--- src/source/lsuPkg.sv ---
package lsuPkg;

    // datapath widths
    parameter int DataWidth    = 64;
    parameter int MaskWidth    = 8;
    parameter int RegAddrWidth = 5;
    parameter int Funct3Width  = 3;

    // load funct3 codes
    parameter logic [Funct3Width-1:0] FunctLb  = 3'd0;
    parameter logic [Funct3Width-1:0] FunctLh  = 3'd1;
    parameter logic [Funct3Width-1:0] FunctLw  = 3'd2;
    parameter logic [Funct3Width-1:0] FunctLd  = 3'd3;
    parameter logic [Funct3Width-1:0] FunctLbu = 3'd4;
    parameter logic [Funct3Width-1:0] FunctLhu = 3'd5;
    parameter logic [Funct3Width-1:0] FunctLwu = 3'd6;

    // address bits 31:28 of main memory
    parameter logic [3:0] MemRegionTag = 4'h8;

    // single beat of 8 bytes, incrementing burst
    parameter logic [2:0] BusSize  = 3'd3;
    parameter logic [1:0] BusBurst = 2'b01;
    parameter logic [7:0] BusLen   = 8'd0;

    // result entry layout, lsb first
    parameter int SkipRefPos     = 0;
    parameter int LoadPos        = 1;
    parameter int WriteEnablePos = 2;
    parameter int DestinationLsb = 3;
    parameter int Funct3Lsb      = DestinationLsb + RegAddrWidth;
    parameter int DataLsb        = Funct3Lsb + Funct3Width;
    parameter int AddressLsb     = DataLsb + DataWidth;
    parameter int PcLsb          = AddressLsb + DataWidth;
    parameter int ResultWidth    = PcLsb + DataWidth;

endpackage

--- src/source/memRequestIssuer.sv ---
`timescale 1ns/1ns
module memRequestIssuer #(
    parameter int EntryWidth = lsuPkg::ResultWidth
) (
    input  logic                              clock,
    input  logic                              reset,
    input  logic                              reqValid,
    output logic                              reqReady,
    input  logic [lsuPkg::DataWidth-1:0]      reqPc,
    input  logic [lsuPkg::DataWidth-1:0]      reqAddress,
    input  logic [lsuPkg::DataWidth-1:0]      reqWriteData,
    input  logic [lsuPkg::MaskWidth-1:0]      reqWriteMask,
    input  logic [lsuPkg::Funct3Width-1:0]    reqFunct3,
    input  logic                              reqLoad,
    input  logic                              reqStore,
    input  logic [lsuPkg::RegAddrWidth-1:0]   reqDestination,
    input  logic                              reqWriteEnable,
    output logic                              arValid,
    input  logic                              arReady,
    output logic [lsuPkg::DataWidth-1:0]      arAddress,
    output logic [2:0]                        arSize,
    output logic [1:0]                        arBurst,
    output logic [7:0]                        arLen,
    input  logic                              rValid,
    output logic                              rReady,
    input  logic [lsuPkg::DataWidth-1:0]      rData,
    output logic                              awValid,
    input  logic                              awReady,
    output logic [lsuPkg::DataWidth-1:0]      awAddress,
    output logic [2:0]                        awSize,
    output logic [1:0]                        awBurst,
    output logic [7:0]                        awLen,
    output logic                              wValid,
    input  logic                              wReady,
    output logic [lsuPkg::DataWidth-1:0]      wData,
    output logic [lsuPkg::MaskWidth-1:0]      wStrobe,
    output logic                              wLast,
    output logic                              pushValid,
    input  logic                              pushReady,
    output logic [EntryWidth-1:0]             pushEntry
);
    import lsuPkg::*;

    localparam logic [2:0] StateIdle      = 3'd0;
    localparam logic [2:0] StateAddrWait  = 3'd1;
    localparam logic [2:0] StateReadData  = 3'd2;
    localparam logic [2:0] StateWriteData = 3'd3;
    localparam logic [2:0] StateDone      = 3'd4;

    logic [2:0]              state;
    logic [DataWidth-1:0]    capPc;
    logic [DataWidth-1:0]    capAddress;
    logic [DataWidth-1:0]    capWriteData;
    logic [DataWidth-1:0]    capData;
    logic [MaskWidth-1:0]    capWriteMask;
    logic [Funct3Width-1:0]  capFunct3;
    logic [RegAddrWidth-1:0] capDestination;
    logic                    capWriteEnable;
    logic                    capLoad;
    logic                    capStore;
    logic                    accept;
    logic                    reqMain;
    logic                    capMain;
    logic                    capSkipRef;

    assign accept  = reqValid && reqReady;
    assign reqMain = reqAddress[31:28] == MemRegionTag;
    assign capMain = capAddress[31:28] == MemRegionTag;
    // device space never reaches the bus
    assign capSkipRef = (capLoad || capStore) && !capMain;

    always_ff @(posedge clock) begin
        if (reset) begin
            state <= StateIdle;
        end else begin
            case (state)
                StateIdle: begin
                    if (accept) begin
                        if ((reqLoad || reqStore) && reqMain) begin
                            state <= StateAddrWait;
                        end else begin
                            state <= StateDone;
                        end
                    end
                end
                StateAddrWait: begin
                    if (arValid && arReady) begin
                        state <= StateReadData;
                    end else if (awValid && awReady) begin
                        state <= StateWriteData;
                    end
                end
                StateReadData: begin
                    if (rValid) begin
                        state <= StateDone;
                    end
                end
                StateWriteData: begin
                    if (wReady) begin
                        state <= StateDone;
                    end
                end
                StateDone: begin
                    if (pushReady) begin
                        state <= StateIdle;
                    end
                end
                default: begin
                    state <= StateIdle;
                end
            endcase
        end
    end

    // request capture and read data
    always_ff @(posedge clock) begin
        if (accept) begin
            capPc          <= reqPc;
            capAddress     <= reqAddress;
            capWriteData   <= reqWriteData;
            capWriteMask   <= reqWriteMask;
            capFunct3      <= reqFunct3;
            capLoad        <= reqLoad;
            capStore       <= reqStore;
            capDestination <= reqDestination;
            capWriteEnable <= reqWriteEnable;
            capData        <= '0;
        end else if (rValid && rReady) begin
            capData <= rData;
        end
    end

    assign reqReady = state == StateIdle;

    // a request flagged as both load and store is treated as a load
    assign arValid   = (state == StateAddrWait) && capLoad;
    assign arAddress = capAddress;
    assign arSize    = BusSize;
    assign arBurst   = BusBurst;
    assign arLen     = BusLen;
    assign rReady    = state == StateReadData;

    assign awValid   = (state == StateAddrWait) && capStore && !capLoad;
    assign awAddress = capAddress;
    assign awSize    = BusSize;
    assign awBurst   = BusBurst;
    assign awLen     = BusLen;
    // store data already sits in its byte lanes
    assign wValid    = state == StateWriteData;
    assign wData     = capWriteData;
    assign wStrobe   = capWriteMask;
    assign wLast     = 1'b1;

    assign pushValid = state == StateDone;
    assign pushEntry = {capPc, capAddress, capData, capFunct3, capDestination,
                        capWriteEnable, capLoad, capSkipRef};

    arHeld: assert property (@(posedge clock) disable iff (reset)
        arValid && !arReady |=> arValid && $stable(arAddress));
    awHeld: assert property (@(posedge clock) disable iff (reset)
        awValid && !awReady |=> awValid && $stable(awAddress));
    oneChannel: assert property (@(posedge clock) disable iff (reset)
        !(arValid && awValid));

endmodule

--- src/source/lsuResultQueue.sv ---
`timescale 1ns/1ns
module lsuResultQueue #(
    parameter int EntryWidth = lsuPkg::ResultWidth,
    parameter int QueueDepth = 2
) (
    input  logic                  clock,
    input  logic                  reset,
    input  logic                  pushValid,
    output logic                  pushReady,
    input  logic [EntryWidth-1:0] pushEntry,
    output logic                  popValid,
    input  logic                  popReady,
    output logic [EntryWidth-1:0] popEntry
);

    localparam int PtrWidth   = $clog2(QueueDepth);
    localparam int CountWidth = $clog2(QueueDepth + 1);
    localparam logic [CountWidth-1:0] FullCount = CountWidth'(QueueDepth);

    logic [EntryWidth-1:0] entries [QueueDepth];
    logic [PtrWidth-1:0]   writePtr;
    logic [PtrWidth-1:0]   readPtr;
    logic [CountWidth-1:0] count;
    logic                  doPush;
    logic                  doPop;

    assign pushReady = count != FullCount;
    assign popValid  = count != '0;
    assign popEntry  = entries[readPtr];

    assign doPush = pushValid && pushReady;
    assign doPop  = popValid && popReady;

    // pointers wrap naturally since the depth is a power of two
    always_ff @(posedge clock) begin
        if (reset) begin
            writePtr <= '0;
            readPtr  <= '0;
            count    <= '0;
        end else begin
            if (doPush) begin
                writePtr <= writePtr + 1'b1;
            end
            if (doPop) begin
                readPtr <= readPtr + 1'b1;
            end
            if (doPush && !doPop) begin
                count <= count + 1'b1;
            end else if (doPop && !doPush) begin
                count <= count - 1'b1;
            end
        end
    end

    always_ff @(posedge clock) begin
        if (doPush) begin
            entries[writePtr] <= pushEntry;
        end
    end

    // a push offered to a full queue must wait, unchanged, for space
    fullStall: assert property (@(posedge clock) disable iff (reset)
        pushValid && count == FullCount |=> pushValid && $stable(pushEntry));
    noOverflow: assert property (@(posedge clock) disable iff (reset)
        count <= FullCount);

endmodule

--- src/source/loadResultFormatter.sv ---
`timescale 1ns/1ns
module loadResultFormatter #(
    parameter int EntryWidth = lsuPkg::ResultWidth
) (
    input  logic                              clock,
    input  logic                              reset,
    input  logic                              popValid,
    output logic                              popReady,
    input  logic [EntryWidth-1:0]             popEntry,
    output logic                              wbValid,
    input  logic                              wbReady,
    output logic [lsuPkg::DataWidth-1:0]      wbPc,
    output logic [lsuPkg::DataWidth-1:0]      wbAddress,
    output logic [lsuPkg::DataWidth-1:0]      wbLoadData,
    output logic [lsuPkg::RegAddrWidth-1:0]   wbDestination,
    output logic                              wbWriteEnable,
    output logic                              wbLoad,
    output logic                              wbSkipRef
);
    import lsuPkg::*;

    logic [DataWidth-1:0]   popAddress;
    logic [DataWidth-1:0]   popRaw;
    logic [Funct3Width-1:0] popFunct3;
    logic                   popLoad;
    logic [DataWidth-1:0]   shifted;
    logic [DataWidth-1:0]   extended;
    logic                   doPop;

    assign popAddress = popEntry[AddressLsb +: DataWidth];
    assign popRaw     = popEntry[DataLsb +: DataWidth];
    assign popFunct3  = popEntry[Funct3Lsb +: Funct3Width];
    assign popLoad    = popEntry[LoadPos];

    // bring the addressed byte lane down to bit 0
    assign shifted = popRaw >> {popAddress[2:0], 3'b000};

    always_comb begin
        case (popFunct3)
            FunctLb:  extended = {{(DataWidth - 8){shifted[7]}}, shifted[7:0]};
            FunctLh:  extended = {{(DataWidth - 16){shifted[15]}}, shifted[15:0]};
            FunctLw:  extended = {{(DataWidth - 32){shifted[31]}}, shifted[31:0]};
            FunctLd:  extended = shifted;
            FunctLbu: extended = {{(DataWidth - 8){1'b0}}, shifted[7:0]};
            FunctLhu: extended = {{(DataWidth - 16){1'b0}}, shifted[15:0]};
            FunctLwu: extended = {{(DataWidth - 32){1'b0}}, shifted[31:0]};
            default:  extended = shifted;
        endcase
        if (!popLoad) begin
            extended = '0;
        end
    end

    assign popReady = !wbValid || wbReady;
    assign doPop    = popValid && popReady;

    always_ff @(posedge clock) begin
        if (reset) begin
            wbValid <= 1'b0;
        end else if (doPop) begin
            wbValid <= 1'b1;
        end else if (wbReady) begin
            wbValid <= 1'b0;
        end
    end

    // output register, held while writeback stalls
    always_ff @(posedge clock) begin
        if (doPop) begin
            wbPc          <= popEntry[PcLsb +: DataWidth];
            wbAddress     <= popAddress;
            wbLoadData    <= extended;
            wbDestination <= popEntry[DestinationLsb +: RegAddrWidth];
            wbWriteEnable <= popEntry[WriteEnablePos];
            wbLoad        <= popLoad;
            wbSkipRef     <= popEntry[SkipRefPos];
        end
    end

    wbStable: assert property (@(posedge clock) disable iff (reset)
        wbValid && !wbReady |=> wbValid && $stable(wbPc) && $stable(wbAddress)
            && $stable(wbLoadData) && $stable(wbDestination) && $stable(wbWriteEnable)
            && $stable(wbLoad) && $stable(wbSkipRef));

endmodule

--- src/source/loadStoreUnit.sv ---
`timescale 1ns/1ns
module loadStoreUnit #(
    parameter int QueueDepth = 2,
    parameter int EntryWidth = lsuPkg::ResultWidth
) (
    input  logic                              clock,
    input  logic                              reset,
    input  logic                              reqValid,
    output logic                              reqReady,
    input  logic [lsuPkg::DataWidth-1:0]      reqPc,
    input  logic [lsuPkg::DataWidth-1:0]      reqAddress,
    input  logic [lsuPkg::DataWidth-1:0]      reqWriteData,
    input  logic [lsuPkg::MaskWidth-1:0]      reqWriteMask,
    input  logic [lsuPkg::Funct3Width-1:0]    reqFunct3,
    input  logic                              reqLoad,
    input  logic                              reqStore,
    input  logic [lsuPkg::RegAddrWidth-1:0]   reqDestination,
    input  logic                              reqWriteEnable,
    output logic                              arValid,
    input  logic                              arReady,
    output logic [lsuPkg::DataWidth-1:0]      arAddress,
    output logic [2:0]                        arSize,
    output logic [1:0]                        arBurst,
    output logic [7:0]                        arLen,
    input  logic                              rValid,
    output logic                              rReady,
    input  logic [lsuPkg::DataWidth-1:0]      rData,
    output logic                              awValid,
    input  logic                              awReady,
    output logic [lsuPkg::DataWidth-1:0]      awAddress,
    output logic [2:0]                        awSize,
    output logic [1:0]                        awBurst,
    output logic [7:0]                        awLen,
    output logic                              wValid,
    input  logic                              wReady,
    output logic [lsuPkg::DataWidth-1:0]      wData,
    output logic [lsuPkg::MaskWidth-1:0]      wStrobe,
    output logic                              wLast,
    output logic                              wbValid,
    input  logic                              wbReady,
    output logic [lsuPkg::DataWidth-1:0]      wbPc,
    output logic [lsuPkg::DataWidth-1:0]      wbAddress,
    output logic [lsuPkg::DataWidth-1:0]      wbLoadData,
    output logic [lsuPkg::RegAddrWidth-1:0]   wbDestination,
    output logic                              wbWriteEnable,
    output logic                              wbLoad,
    output logic                              wbSkipRef
);

    logic                  pushValid;
    logic                  pushReady;
    logic [EntryWidth-1:0] pushEntry;
    logic                  popValid;
    logic                  popReady;
    logic [EntryWidth-1:0] popEntry;

    memRequestIssuer #(
        .EntryWidth(EntryWidth)
    ) issuer (
        .clock(clock), .reset(reset),
        .reqValid(reqValid), .reqReady(reqReady), .reqPc(reqPc),
        .reqAddress(reqAddress), .reqWriteData(reqWriteData),
        .reqWriteMask(reqWriteMask), .reqFunct3(reqFunct3),
        .reqLoad(reqLoad), .reqStore(reqStore),
        .reqDestination(reqDestination), .reqWriteEnable(reqWriteEnable),
        .arValid(arValid), .arReady(arReady), .arAddress(arAddress),
        .arSize(arSize), .arBurst(arBurst), .arLen(arLen),
        .rValid(rValid), .rReady(rReady), .rData(rData),
        .awValid(awValid), .awReady(awReady), .awAddress(awAddress),
        .awSize(awSize), .awBurst(awBurst), .awLen(awLen),
        .wValid(wValid), .wReady(wReady), .wData(wData),
        .wStrobe(wStrobe), .wLast(wLast),
        .pushValid(pushValid), .pushReady(pushReady), .pushEntry(pushEntry)
    );

    lsuResultQueue #(
        .EntryWidth(EntryWidth),
        .QueueDepth(QueueDepth)
    ) resultQueue (
        .clock(clock), .reset(reset),
        .pushValid(pushValid), .pushReady(pushReady), .pushEntry(pushEntry),
        .popValid(popValid), .popReady(popReady), .popEntry(popEntry)
    );

    loadResultFormatter #(
        .EntryWidth(EntryWidth)
    ) formatter (
        .clock(clock), .reset(reset),
        .popValid(popValid), .popReady(popReady), .popEntry(popEntry),
        .wbValid(wbValid), .wbReady(wbReady), .wbPc(wbPc),
        .wbAddress(wbAddress), .wbLoadData(wbLoadData),
        .wbDestination(wbDestination), .wbWriteEnable(wbWriteEnable),
        .wbLoad(wbLoad), .wbSkipRef(wbSkipRef)
    );

endmodule

--- config.mk ---
export PLATFORM = sky130hd
export DESIGN_NAME = loadStoreUnit
export DESIGN_NICKNAME = d
export VERILOG_FILES = /design/src/source/lsuPkg.sv /design/src/source/memRequestIssuer.sv /design/src/source/lsuResultQueue.sv /design/src/source/loadResultFormatter.sv /design/src/source/loadStoreUnit.sv
export SDC_FILE = /design/constraint.sdc
export NUM_CORES = 1
export LEC_CHECK = 0
export BUFFER_PORTS_ARGS = -buffer_cell sky130_fd_sc_hd__buf_2
export CAP_MARGIN = 10
export CORE_ASPECT_RATIO = 1.2
export CORE_MARGIN = 2
export CORE_UTILIZATION = 40
export CTS_CLUSTER_DIAMETER = 200
export DETAILED_ROUTE_END_ITERATION = 12
export GPL_TIMING_DRIVEN = 1
export HOLD_SLACK_MARGIN = 0.08
export PLACE_DENSITY = 0.67
export SLEW_MARGIN = 25
export SYNTH_ARGS = -nofsm -noshare
export SYNTH_HDL_FRONTEND = slang
export SYNTH_SLANG_ARGS = --single-unit
--- constraint.sdc ---
create_clock -name clock -period 14.6 [get_ports clock]
set_clock_uncertainty 0.1 [all_clocks]
set_input_delay 0.73 -clock clock [delete_from_list [all_inputs] [get_ports clock]]
set_output_delay 0.73 -clock clock [all_outputs]
set_load 0.05 [all_outputs]
==> results.md, run 1 <==
* Status: finished, final reports clean
* Register area share after synthesis at approximately 80%
* Routed WL at 86100 um
* Post-synth cell types at 52
* Placed Cells incl. Taps at 3507
* Cells on worst reg2reg path at 7
* Via count at 18452
* Vias per inst at 5.03
* Layout Cells excl Fill at 3672
* Root Buffer: clkbuf_16
* GRT busiest layer: met2
* Largest net degree at the start of global routing at 133
* Met3 usage in global routing at 3.42%
* CP Class: reg2reg
* Critical Path Source Type: flop
* Detail Route Antenna Nets at 0
* Asr flop ratio synth at 0%
* R2r setup slk at roughly 10 ns
* Reg-to-reg endpoint: formatter.wbLoadData[62]
* Max-Cap Viols at 0
* Final hold vios at 0
* Worst path bufs/invs at 2
* CTS tree: done
* GPL Wtd Cong at 0.895
* Final #Nets at about 2800
* PostCTS Resize Cnt at 0
* PD cells at between 200 and 250 nW/um2
* Site Rows at ~120
* Leakage at ~0.015 uW
* DP Area at 37000 um2
* CTS HTree Levels at 3
* Met1 usage at 23.5%
* Die area at 84800 um2
* Initial Utilization at 40.3%
* Postcts setup bufs at 0
* Finished Cell Area at 40000 um2
* Die Width at 266 um
* Sequential power share at between 40 and 50%
* Sw Ratio at 37.6%
* Delay-heaviest family, CP: compound AO/OA/AOI/OAI gates
* Comb pwr share at 30.2%
* GRT Util Overall at 19.8%
* Post-synth EDFFs at 817
* Antenna violations before repair at 12
* Yosys warning total at 0
* Post-layout minimum cycle time at 4.26 ns
* Num CTS Buffers at 87
* Total design power at 8420 uW
* Actual slew at the worst max-slew pin at a little over 1 ns
* Avg Cell Area, Syn at 17.4 um2
* Net switching power at 3170 uW
* RSZ-0062 raised after global routing: no
* Clock latency on the worst-skew pair at 0.66 ns
* VDD IR max at a little under 0.2 mV
* Ports at 716
* DR pass1 iterations at 5
* CP required at approximately 15 ns
* CP max-delay cell: dfxtp_4
* DRC at 0
* Hold crit path type: in2reg
* Hold_ws at 0.139 ns
* First-pass GRT wire length at roughly 120000 um
* Critical path, cell by cell: mux2i_4, inv_4, a32oi_1, a31oi_4, a311oi_4, buf_4, a21oi_1
* Clock Power Share at between 20% and 30%
* Slew Viols, Final at 0
* Yosys top cell by area: edfxtp_1
* GRT Residual Overflow at 0
* Drt wl/cell at 23.5 um
* CP Capture Point: formatter.wbLoadData[62]
* Setup violators final at 0
* Crit-path max FO at 73
* Starting DRT DRC Count at 1437
* HPWL after DPL at 61500 um
* Post-synth top flop: edfxtp_1
* Top cells by area, synth: edfxtp_1, mux2_2, dfxtp_1, mux2i_1, nand2_1
* Share of post-route cells with drive strength above 1 at 39.9%
* Clk buf depth at 3
* # hold bufs at CTS at 0
* Crit. path cell count at 7
* Yosys reg bits at 890
* Core footprint at 81900 um2
* Maximum clock rate at around 0.23 GHz
* Worst EP arrival at around 4.5 ns
* Met2 Usage GRT at about a third
* CP endpoint kind: flop
* Clock Pin Slew Worst Setup and Hold Paths at 0.06 ns
* Slew HR at about 31%
* Die height at 319 um
* Gate Count Post-Synth at 1898
* Internal at 5250 uW
* Tcrit/Tclk final at between 20 and 30%
* Vias in the first global route at approximately 19000
* Port buffer count at just under 700
* Synth top area share at ~74%
* Final setup TNS at 0 ns
* Netlist Area Pre-Place at 33000 um2
* Fillers at 6864
* Area grow syn2layout at 21.1%
* Slowest Stage Delay on Critical Path at 0.96 ns
* Clock Sinks at 890
-- through the flow --
stage	setup WS, ns	utilization, %
after floorplan	3.73	-
after global placement	10.05	45.1
after detailed placement	9.94	45.2
after CTS	9.93	48.7
after global routing	10.13	48.8
final	10.34	48.8
-- cell families after synthesis --
family | synth area share, %
AOI/OAI and AO/OA | 4.06
adders and majority gates | 0.0379
xor gates and xnor gates | 0.106
muxes | 9.27
DFF | 78.8
other | 0.0228
buffers and inverters | 3.55
and+or+nand+nor | 4.16
-- cell type report --
cell class | count | area, um2 | area share [%]
Antenna cell | 3 | 7.51 | 0.0188
Clock buffer | 104 | 2300 | 5.76
Clock inverter | 56 | 616 | 1.54
Inverter | 14 | 62.6 | 0.157
Multi-Input combinational cell | 838 | 5960 | 14.9
Sequential cell | 890 | 26000 | 65.0
Tap cell | 1053 | 1320 | 3.30
Timing Repair Buffer | 714 | 3710 | 9.27
-- worst reg2reg max path: stages, from the launching register on --
cell,delay [ns]
dfxtp_4,0.96
mux2i_4,0.88
inv_4,0.49
a32oi_1,0.53
a31oi_4,0.18
a311oi_4,0.22
buf_4,0.50
a21oi_1,0.16
-- cells in the final DEF (no fill, tap or decap), drive strengths merged, types with 2 or more instances in the layout --
| cell | instances |
|---|---|
| nor4 | 3 |
| o21ai | 19 |
| nor4b | 2 |
| nand2b | 5 |
| or3 | 4 |
| dfxtp | 73 |
| mux2i | 134 |
| o32ai | 9 |
| clkinvlp | 3 |
| nand3 | 17 |
| xnor2 | 2 |
| buf | 714 |
| edfxtp | 817 |
| mux2 | 150 |
| inv | 19 |
| nor2 | 40 |
| clkbuf | 104 |
| nor3b | 4 |
| bufinv | 7 |
| nor3 | 12 |
| and2 | 5 |
| nor2b | 9 |
| conb | 27 |
| o211ai | 14 |
| xor2 | 2 |
| a211oi | 22 |
| a21oi | 125 |
| nand4 | 2 |
| o22ai | 8 |
| nand2 | 210 |
| nand3b | 2 |
| clkinv | 41 |
| diode | 3 |
-- sequential cells by signal, summed over array words and instances, names as in the netlist, 2 cells and up, named ones only --
signal and cells:
formatter.wbAddress 64, formatter.wbDestination 5, formatter.wbLoadData 64, formatter.wbPc 64, issuer.arAddress 64, issuer.capData 64
issuer.capDestination 5, issuer.capFunct3 3, issuer.capPc 64, issuer.state 3, issuer.wData 64, issuer.wStrobe 8
resultQueue.count 2, resultQueue.entries 406
-- worst min path at each step --
stage / startpoint / end / slack [ns] / cells past startpoint
3_5_place_dp: issuer.capPc[45] / resultQueue.entries[1][184] / 0.33 / 0
4_1_cts: reqAddress[34] / issuer.arAddress[34] / 0.09 / 1
2_1_floorplan: issuer.capFunct3[2] / resultQueue.entries[0][10] / 0.32 / 0
3_3_place_gp: issuer.capPc[7] / resultQueue.entries[0][146] / 0.32 / 0
6_report: reqPc[14] / issuer.capPc[14] / 0.14 / 1
5_1_grt: reqWriteData[35] / issuer.wData[35] / 0.11 / 1
-- cells in the mapped netlist, types with 3 or more instances --
library cell	instances
a211oi_1	21
a21oi_1	95
a21oi_2	30
and2_1	5
buf_1	7
buf_2	28
buf_4	94
buf_6	7
clkbuf_1	45
dfxtp_1	73
edfxtp_1	817
inv_1	13
mux2_2	150
mux2i_1	131
nand2_1	210
nand2b_1	5
nand3_1	17
nor2_1	39
nor2b_1	9
nor3_1	12
nor3b_1	4
o211ai_1	14
o21ai_0	19
o22ai_1	8
o32ai_1	9
or3_1	3
-- power groups by stage --
stage | Sequential (uW) | Combinational [uW] | Clock (uW)
6_report | 3630 | 2550 | 2250
2_1_floorplan | 4730 | 864 | 0
4_1_cts | 3640 | 2550 | 2310
3_5_place_dp | 3690 | 2540 | 0
3_3_place_gp | 3680 | 2520 | 0
5_1_grt | 3670 | 2650 | 2400
-- layer usage --
layer  vias up  routed length (um)
met4         2                3820
li1       8337                   -
met3       149                5020
met2       807               44400
met5         -                  12
met1      9157               32800
Note: power is estimated with default switching activity, not from simulation.
==> run 2: changes to the inputs <==
--- a/config.mk
+++ b/config.mk
@@ -14,7 +14,7 @@
 export DETAILED_ROUTE_END_ITERATION = 12
 export GPL_TIMING_DRIVEN = 1
 export HOLD_SLACK_MARGIN = 0.08
-export PLACE_DENSITY = 0.67
+export PLACE_DENSITY = 0.69
 export SLEW_MARGIN = 25
 export SYNTH_ARGS = -nofsm -noshare
 export SYNTH_HDL_FRONTEND = slang
==> constraint.sdc (replaced) <==
create_clock -name clock -period 3.9 [get_ports clock]
set_clock_uncertainty 0.1 [all_clocks]
set_input_delay 0.195 -clock clock [delete_from_list [all_inputs] [get_ports clock]]
set_output_delay 0.195 -clock clock [all_outputs]
set_load 0.05 [all_outputs]
==> run 2 against run 1 <==
  * Final area is 8.2% higher
  * Register-to-register slack got worse by 9.7 ns
  * Power grew to 3.8 times the previous value
  * Critical path depth grew 1
  * Combinational power increased to 3.9 times the previous value
  * Worst hold slack got worse by 0.011 ns
  * Global-route usage is 1.3 points higher
  * Largest cell class unchanged
==> results.md, run 2 (synthesis gave the netlist of run 1 again) <==
* Status: finished, final reports clean
* Clock latency on the worst-skew pair at around 0.67 ns
* Critical path, cell by cell: buf_4, mux2i_1, mux2i_1, a2bb2o_4, nor4_4, a311oi_4, buf_4, a21oi_1
* GRT busiest layer: met2
* Num CTS Buffers at 89
* Most common cell after layout, fill and taps aside: edfxtp_1
* Final hold vios at 0
* Die area at 84800 um2
* Finished Cell Area at around 43000 um2
* Met2 Usage GRT at a little under two fifths
* Slew HR at 23.7%
* Root Buffer: clkbuf_16
* Port buffer count at around 690
* Leakage at about 0.016 uW
* Via count at just under 20000
* Core footprint at 81900 um2
* Placed Cells incl. Taps at about 3500
* Critical Path Source Type: flop
* Max-Cap Viols at 0
* CP Class: reg2reg
* Net switching power at 12000 uW
* Die height at around 320 um
* DR pass1 iterations at 6
* Worst path bufs/invs at 2
* Met3 usage in global routing at 3.71%
* Drt wl/cell at 23.0 um
* Comb pwr share at 30.6%
* GRT Util Overall at 21.1%
* GPL Wtd Cong at just over 0.9
* Clock Power Share at 27.4%
* Detail Route Antenna Nets at 0
* Area grow syn2layout at 31.1%
* Antenna violations before repair at 10
* Layout Cells excl Fill at 3985
* DP Area at around 37000 um2
* Met1 usage at 24.3%
* Internal at 20200 uW
* Actual slew at the worst max-slew pin at 1.14 ns
* Slew Viols, Final at 0
* Sw Ratio at 37.3%
* CP endpoint kind: flop
* Postcts setup bufs at 0
* Initial Utilization at 40.3%
* Reg with most FFs: resultQueue.entries
* Clock Pin Slew Worst Setup and Hold Paths at 0.06 ns
* Vias per inst at around 5.0
* DRC at 0
* Worst EP arrival at 3.47 ns
* Delay-heaviest family, CP: buffers and inverters
* CTS HTree Levels at 3
* Vias in the first global route at 20741
* Maximum clock rate at 0.310 GHz
* Tcrit/Tclk final at 82.6%
* Die Width at 266 um
* Hold crit path type: in2reg
* Ports at 716
* Share of post-route cells with drive strength above 1 at 36.4%
* CP required at 4.15 ns
* HPWL after DPL at 62200 um
* CTS tree: done
* RSZ-0062 raised after global routing: no
* Clock Sinks at 890
* Most frequent cells in the layout: edfxtp_1, buf_2, dlygate4sd3_1
* Clk buf depth at 3
* Number of flip-flops under the largest register name at 406
* Routed WL at 91600 um
* Final #Nets at around 3100
* Sequential power share at 42.0%
* PD cells at 745 nW/um2
* Setup WS pre-CTS at 0.652 ns
* Crit-path max FO at 39
* VDD IR max at 0.543 mV
* Hold_ws at roughly 0.13 ns
* Largest net degree at the start of global routing at 151
* Setup violators final at 0
* Total design power at about 32000 uW
* Post-layout minimum cycle time at roughly 3.2 ns
* Slowest Stage Delay on Critical Path at 0.61 ns
* CP max-delay cell: dfxtp_4
* Starting DRT DRC Count at ~1600
* First-pass GRT wire length at 133000 um
* GRT Residual Overflow at 0
* Post-route setup slack at 0.677 ns
* Site Rows at 115
-- run 2: layout make-up --
| class | count | area [um2] |
|---|---|---|
| diodes | 5 | 12.5 |
| clock buffers | 117 | 2410 |
| clock inverters | 49 | 672 |
| fillers | 6431 | 38600 |
| inverters | 14 | 56.3 |
| multi-input cells | 838 | 6000 |
| flip-flops and latches | 890 | 26000 |
| well taps | 1053 | 1320 |
| repair buffers | 1019 | 6780 |
-- run 2: per-stage QoR --
stage,util (%),TNS (ns)
global placement,45.4,0
floorplan,-,-153.08
CTS,52.8,0
finish,52.8,0
detailed placement,45.4,0
global route,52.8,0
-- run 2: power by group through the flow --
stage / registers (uW) / logic (uW) / clock network, uW
after floorplan: 17500 / 3260 / 0
after global placement: 13700 / 9580 / 0
final: 13500 / 9850 / 8830
after detailed placement: 13700 / 9630 / 0
after CTS: 13600 / 9900 / 8990
after global routing: 13700 / 10300 / 9380
-- run 2: what timing repair did --
action	in CTS	in global routing
hold endpoints to repair	301	0
resized for setup	0	0
hold buffers	294	0
-- run 2: per-layer routing --
metal | routed length, um | part of all wire (%)
met1 | 34500 | 38
met4 | 3930 | 4.3
met3 | 4850 | 5.3
met2 | 48300 | 53
met5 | 25 | 0.027
-- run 2: path summary, 6_finish.rpt --
path | start | to | slack (ns) | cells after the start
setup / recovery | flop | formatter.wbLoadData[63] | 0.68 | 8
hold / removal | reqWriteData[63] | issuer.wData[63] | 0.13 | 2
setup reg to reg | flop | formatter.wbLoadData[63] | 0.68 | 8
hold reg to reg | issuer.capPc[25] | resultQueue.entries[0][164] | 0.35 | 0
==> run 3: changes to the inputs <==
--- a/config.mk
+++ b/config.mk
@@ -14,7 +14,7 @@
 export DETAILED_ROUTE_END_ITERATION = 12
 export GPL_TIMING_DRIVEN = 1
 export HOLD_SLACK_MARGIN = 0.08
-export PLACE_DENSITY = 0.69
+export PLACE_DENSITY = 0.67
 export SLEW_MARGIN = 25
 export SYNTH_ARGS = -nofsm -noshare
 export SYNTH_HDL_FRONTEND = slang
==> constraint.sdc (replaced) <==
create_clock -name clock -period 3.3 [get_ports clock]
set_clock_uncertainty 0.1 [all_clocks]
set_input_delay 0.165 -clock clock [delete_from_list [all_inputs] [get_ports clock]]
set_output_delay 0.165 -clock clock [all_outputs]
set_load 0.05 [all_outputs]
==> run 3 against run 2 <==
  * Count of clock-buffer cells in the layout down 8
  * Maximum frequency grew 8.6%
  * Utilization barely moved
  * Critical path type unchanged
  * Sequential share of layout area is essentially flat
==> results.md, run 3 (synthesis gave the netlist of run 1 again) <==
* Status: finished, final reports clean
* Most frequent cells in the layout: edfxtp_1, buf_2, dlygate4sd3_1
* Final hold vios at 0
* Routed WL at 89700 um
* Sw Ratio at 36.8%
* VDD IR max at 0.584 mV
* Clock latency on the worst-skew pair at 0.64 ns
* Wire length on met1 at 33600 um
* Site Rows at 115
* CP max-delay cell: dfxtp_4
* GPL Wtd Cong at 0.901
* Slew Viols, Final at 0
* Internal at 24000 uW
* HPWL after DPL at 61300 um
* Number of flip-flops under the largest register name at roughly 410
* Met2 wire length at 47200 um
* DR pass1 iterations at 5
* Slowest Stage Delay on Critical Path at 0.54 ns
* CP Capture Point: formatter.wbLoadData[62]
* Actual slew at the worst max-slew pin at approximately 0.99 ns
* CTS tree: done
* Net switching power at 14000 uW
* Met3 wire len at 4920 um
* Vias in the first global route at 20419
* Hold_ws at 0.119 ns
* Sequential power share at 42.1%
* Die height at 319 um
* Critical path, cell by cell: buf_4, mux2i_1, mux2i_1, a211oi_2, nor4_4, a311oi_4, buf_12, a21oi_1
* RSZ-0062 raised after global routing: no
* Most common cell after layout, fill and taps aside: edfxtp_1
* Starting DRT DRC Count at about 1500
* CP required at 3.57 ns
* Slew HR at 34.0%
* Placed Cells incl. Taps at 3525
* CP Class: reg2reg
* Largest net degree at the start of global routing at 133
* GRT Util Overall at 20.7%
* Reg-to-reg endpoint: formatter.wbLoadData[62]
* Comb pwr share at between 30% and 40%
* Most frequent CP cell: mux2i_1
* Critical Path Source Type: flop
* Post-layout minimum cycle time at 2.97 ns
* Clock Sinks at 890
* Share of post-route cells with drive strength above 1 at between 30 and 40%
* PostCTS Resize Cnt at 0
* Final #Nets at 3145
* Tcrit/Tclk final at between 80 and 90%
* Crit-path max FO at 32
* Hold crit path type: in2reg
* Setup violators final at 0
* Area grow syn2layout at 31.2%
* Clock Power Share at ~27%
* Ports at 716
* Worst EP arrival at 3.24 ns
* Num CTS Buffers at 89
* R2r setup slk at 0.33 ns
* Drt wl/cell at about 22 um
* Core footprint at 81900 um2
* Via count at 19627
* Die area at 84800 um2
* Final setup TNS at 0 ns
* Max-Cap Viols at 0
* Initial Utilization at between 40 and 50%
* Vias per inst at 4.92
* Layout Cells excl Fill at 3991
* CP endpoint kind: flop
* Reg with most FFs: resultQueue.entries
* Root Buffer: clkbuf_16
* GRT Residual Overflow at 0
* Total design power at approximately 38000 uW
* Maximum clock rate at 0.337 GHz
* Clock Pin Slew Worst Setup and Hold Paths at 0.06 ns
* Top Metal Used: met5
* Leakage at between 0.015 and 0.02 uW
* CTS HTree Levels at 3
* Port buffer count at roughly 690
* DRC at 0
* PD cells at 877 nW/um2
* First-pass GRT wire length at 131000 um
* Antenna violations before repair at 13
* Cells on worst reg2reg path at 8
* Die Width at 266 um
* Fin util at 52.9%
* Clk buf depth at 3
* Detail Route Antenna Nets at 0
## run 3: power groups by stage
stage | clock network, uW | registers [uW] | logic, uW
floorplan | 0 | 20400 | 3850
global route | 11000 | 16100 | 12200
CTS | 10500 | 16000 | 11700
detailed placement | 0 | 16200 | 11400
finish | 10400 | 16000 | 11600
global placement | 0 | 16100 | 11300
## run 3: what timing repair did
| item | in CTS | in global routing |
|---|---|---|
| endpoints found under the setup margin | 0 | 0 |
| hold buffers | 298 | 0 |
| setup buffers | 0 | 0 |
| endpoints found under the hold margin | 297 | 0 |
## run 3: through the flow
| stage | area, um2 | worst slack [ns] |
|---|---|---|
| global placement | 37300 | 0.407 |
| CTS | 43300 | 0.306 |
| floorplan | 33200 | -1.17 |
| global route | 43300 | 0.162 |
| detailed placement | 37300 | 0.334 |
| finish | 43300 | 0.333 |
## run 3: worst max-delay path, delay by kind of cell, from the launching register on
| kind | cells | cell delay [ns] |
|---|---|---|
| buffers and inverters | 2 | 0.67 |
| AO/OA/AOI/OAI | 3 | 0.80 |
| flip-flops | 1 | 0.54 |
| AND/OR/NAND/NOR | 1 | 0.10 |
| multiplexers | 2 | 0.45 |
## run 3: metal layers
layer,global-route usage (%),up-vias
met5,0,-
li1,-,8973
met4,9.53,14
met2,37.3,752
met1,23.7,9721
met3,3.97,167
## run 3: worst min path at each step
stage	start	to	depth (start not counted)	slack, ns
after global routing	reqAddress[61]	issuer.arAddress[61]	2	0.10
after global placement	reqAddress[49]	issuer.arAddress[49]	1	0.24
after detailed placement	reqAddress[56]	issuer.arAddress[56]	1	0.24
final	rValid	issuer.capData[63]	5	0.12
after CTS	reqAddress[53]	issuer.arAddress[53]	2	0.08
after floorplan	reqAddress[0]	issuer.arAddress[0]	0	0.16
## run 3: final cells by class
type,count,area (um2)
diodes,4,10.0
flip-flops and latches,890,26000
clock inverters,55,641
inverters,14,56.3
well taps,1053,1320
fillers,6443,38600
multi-input cells,838,6000
repair buffers,1028,6900
clock buffers,109,2350
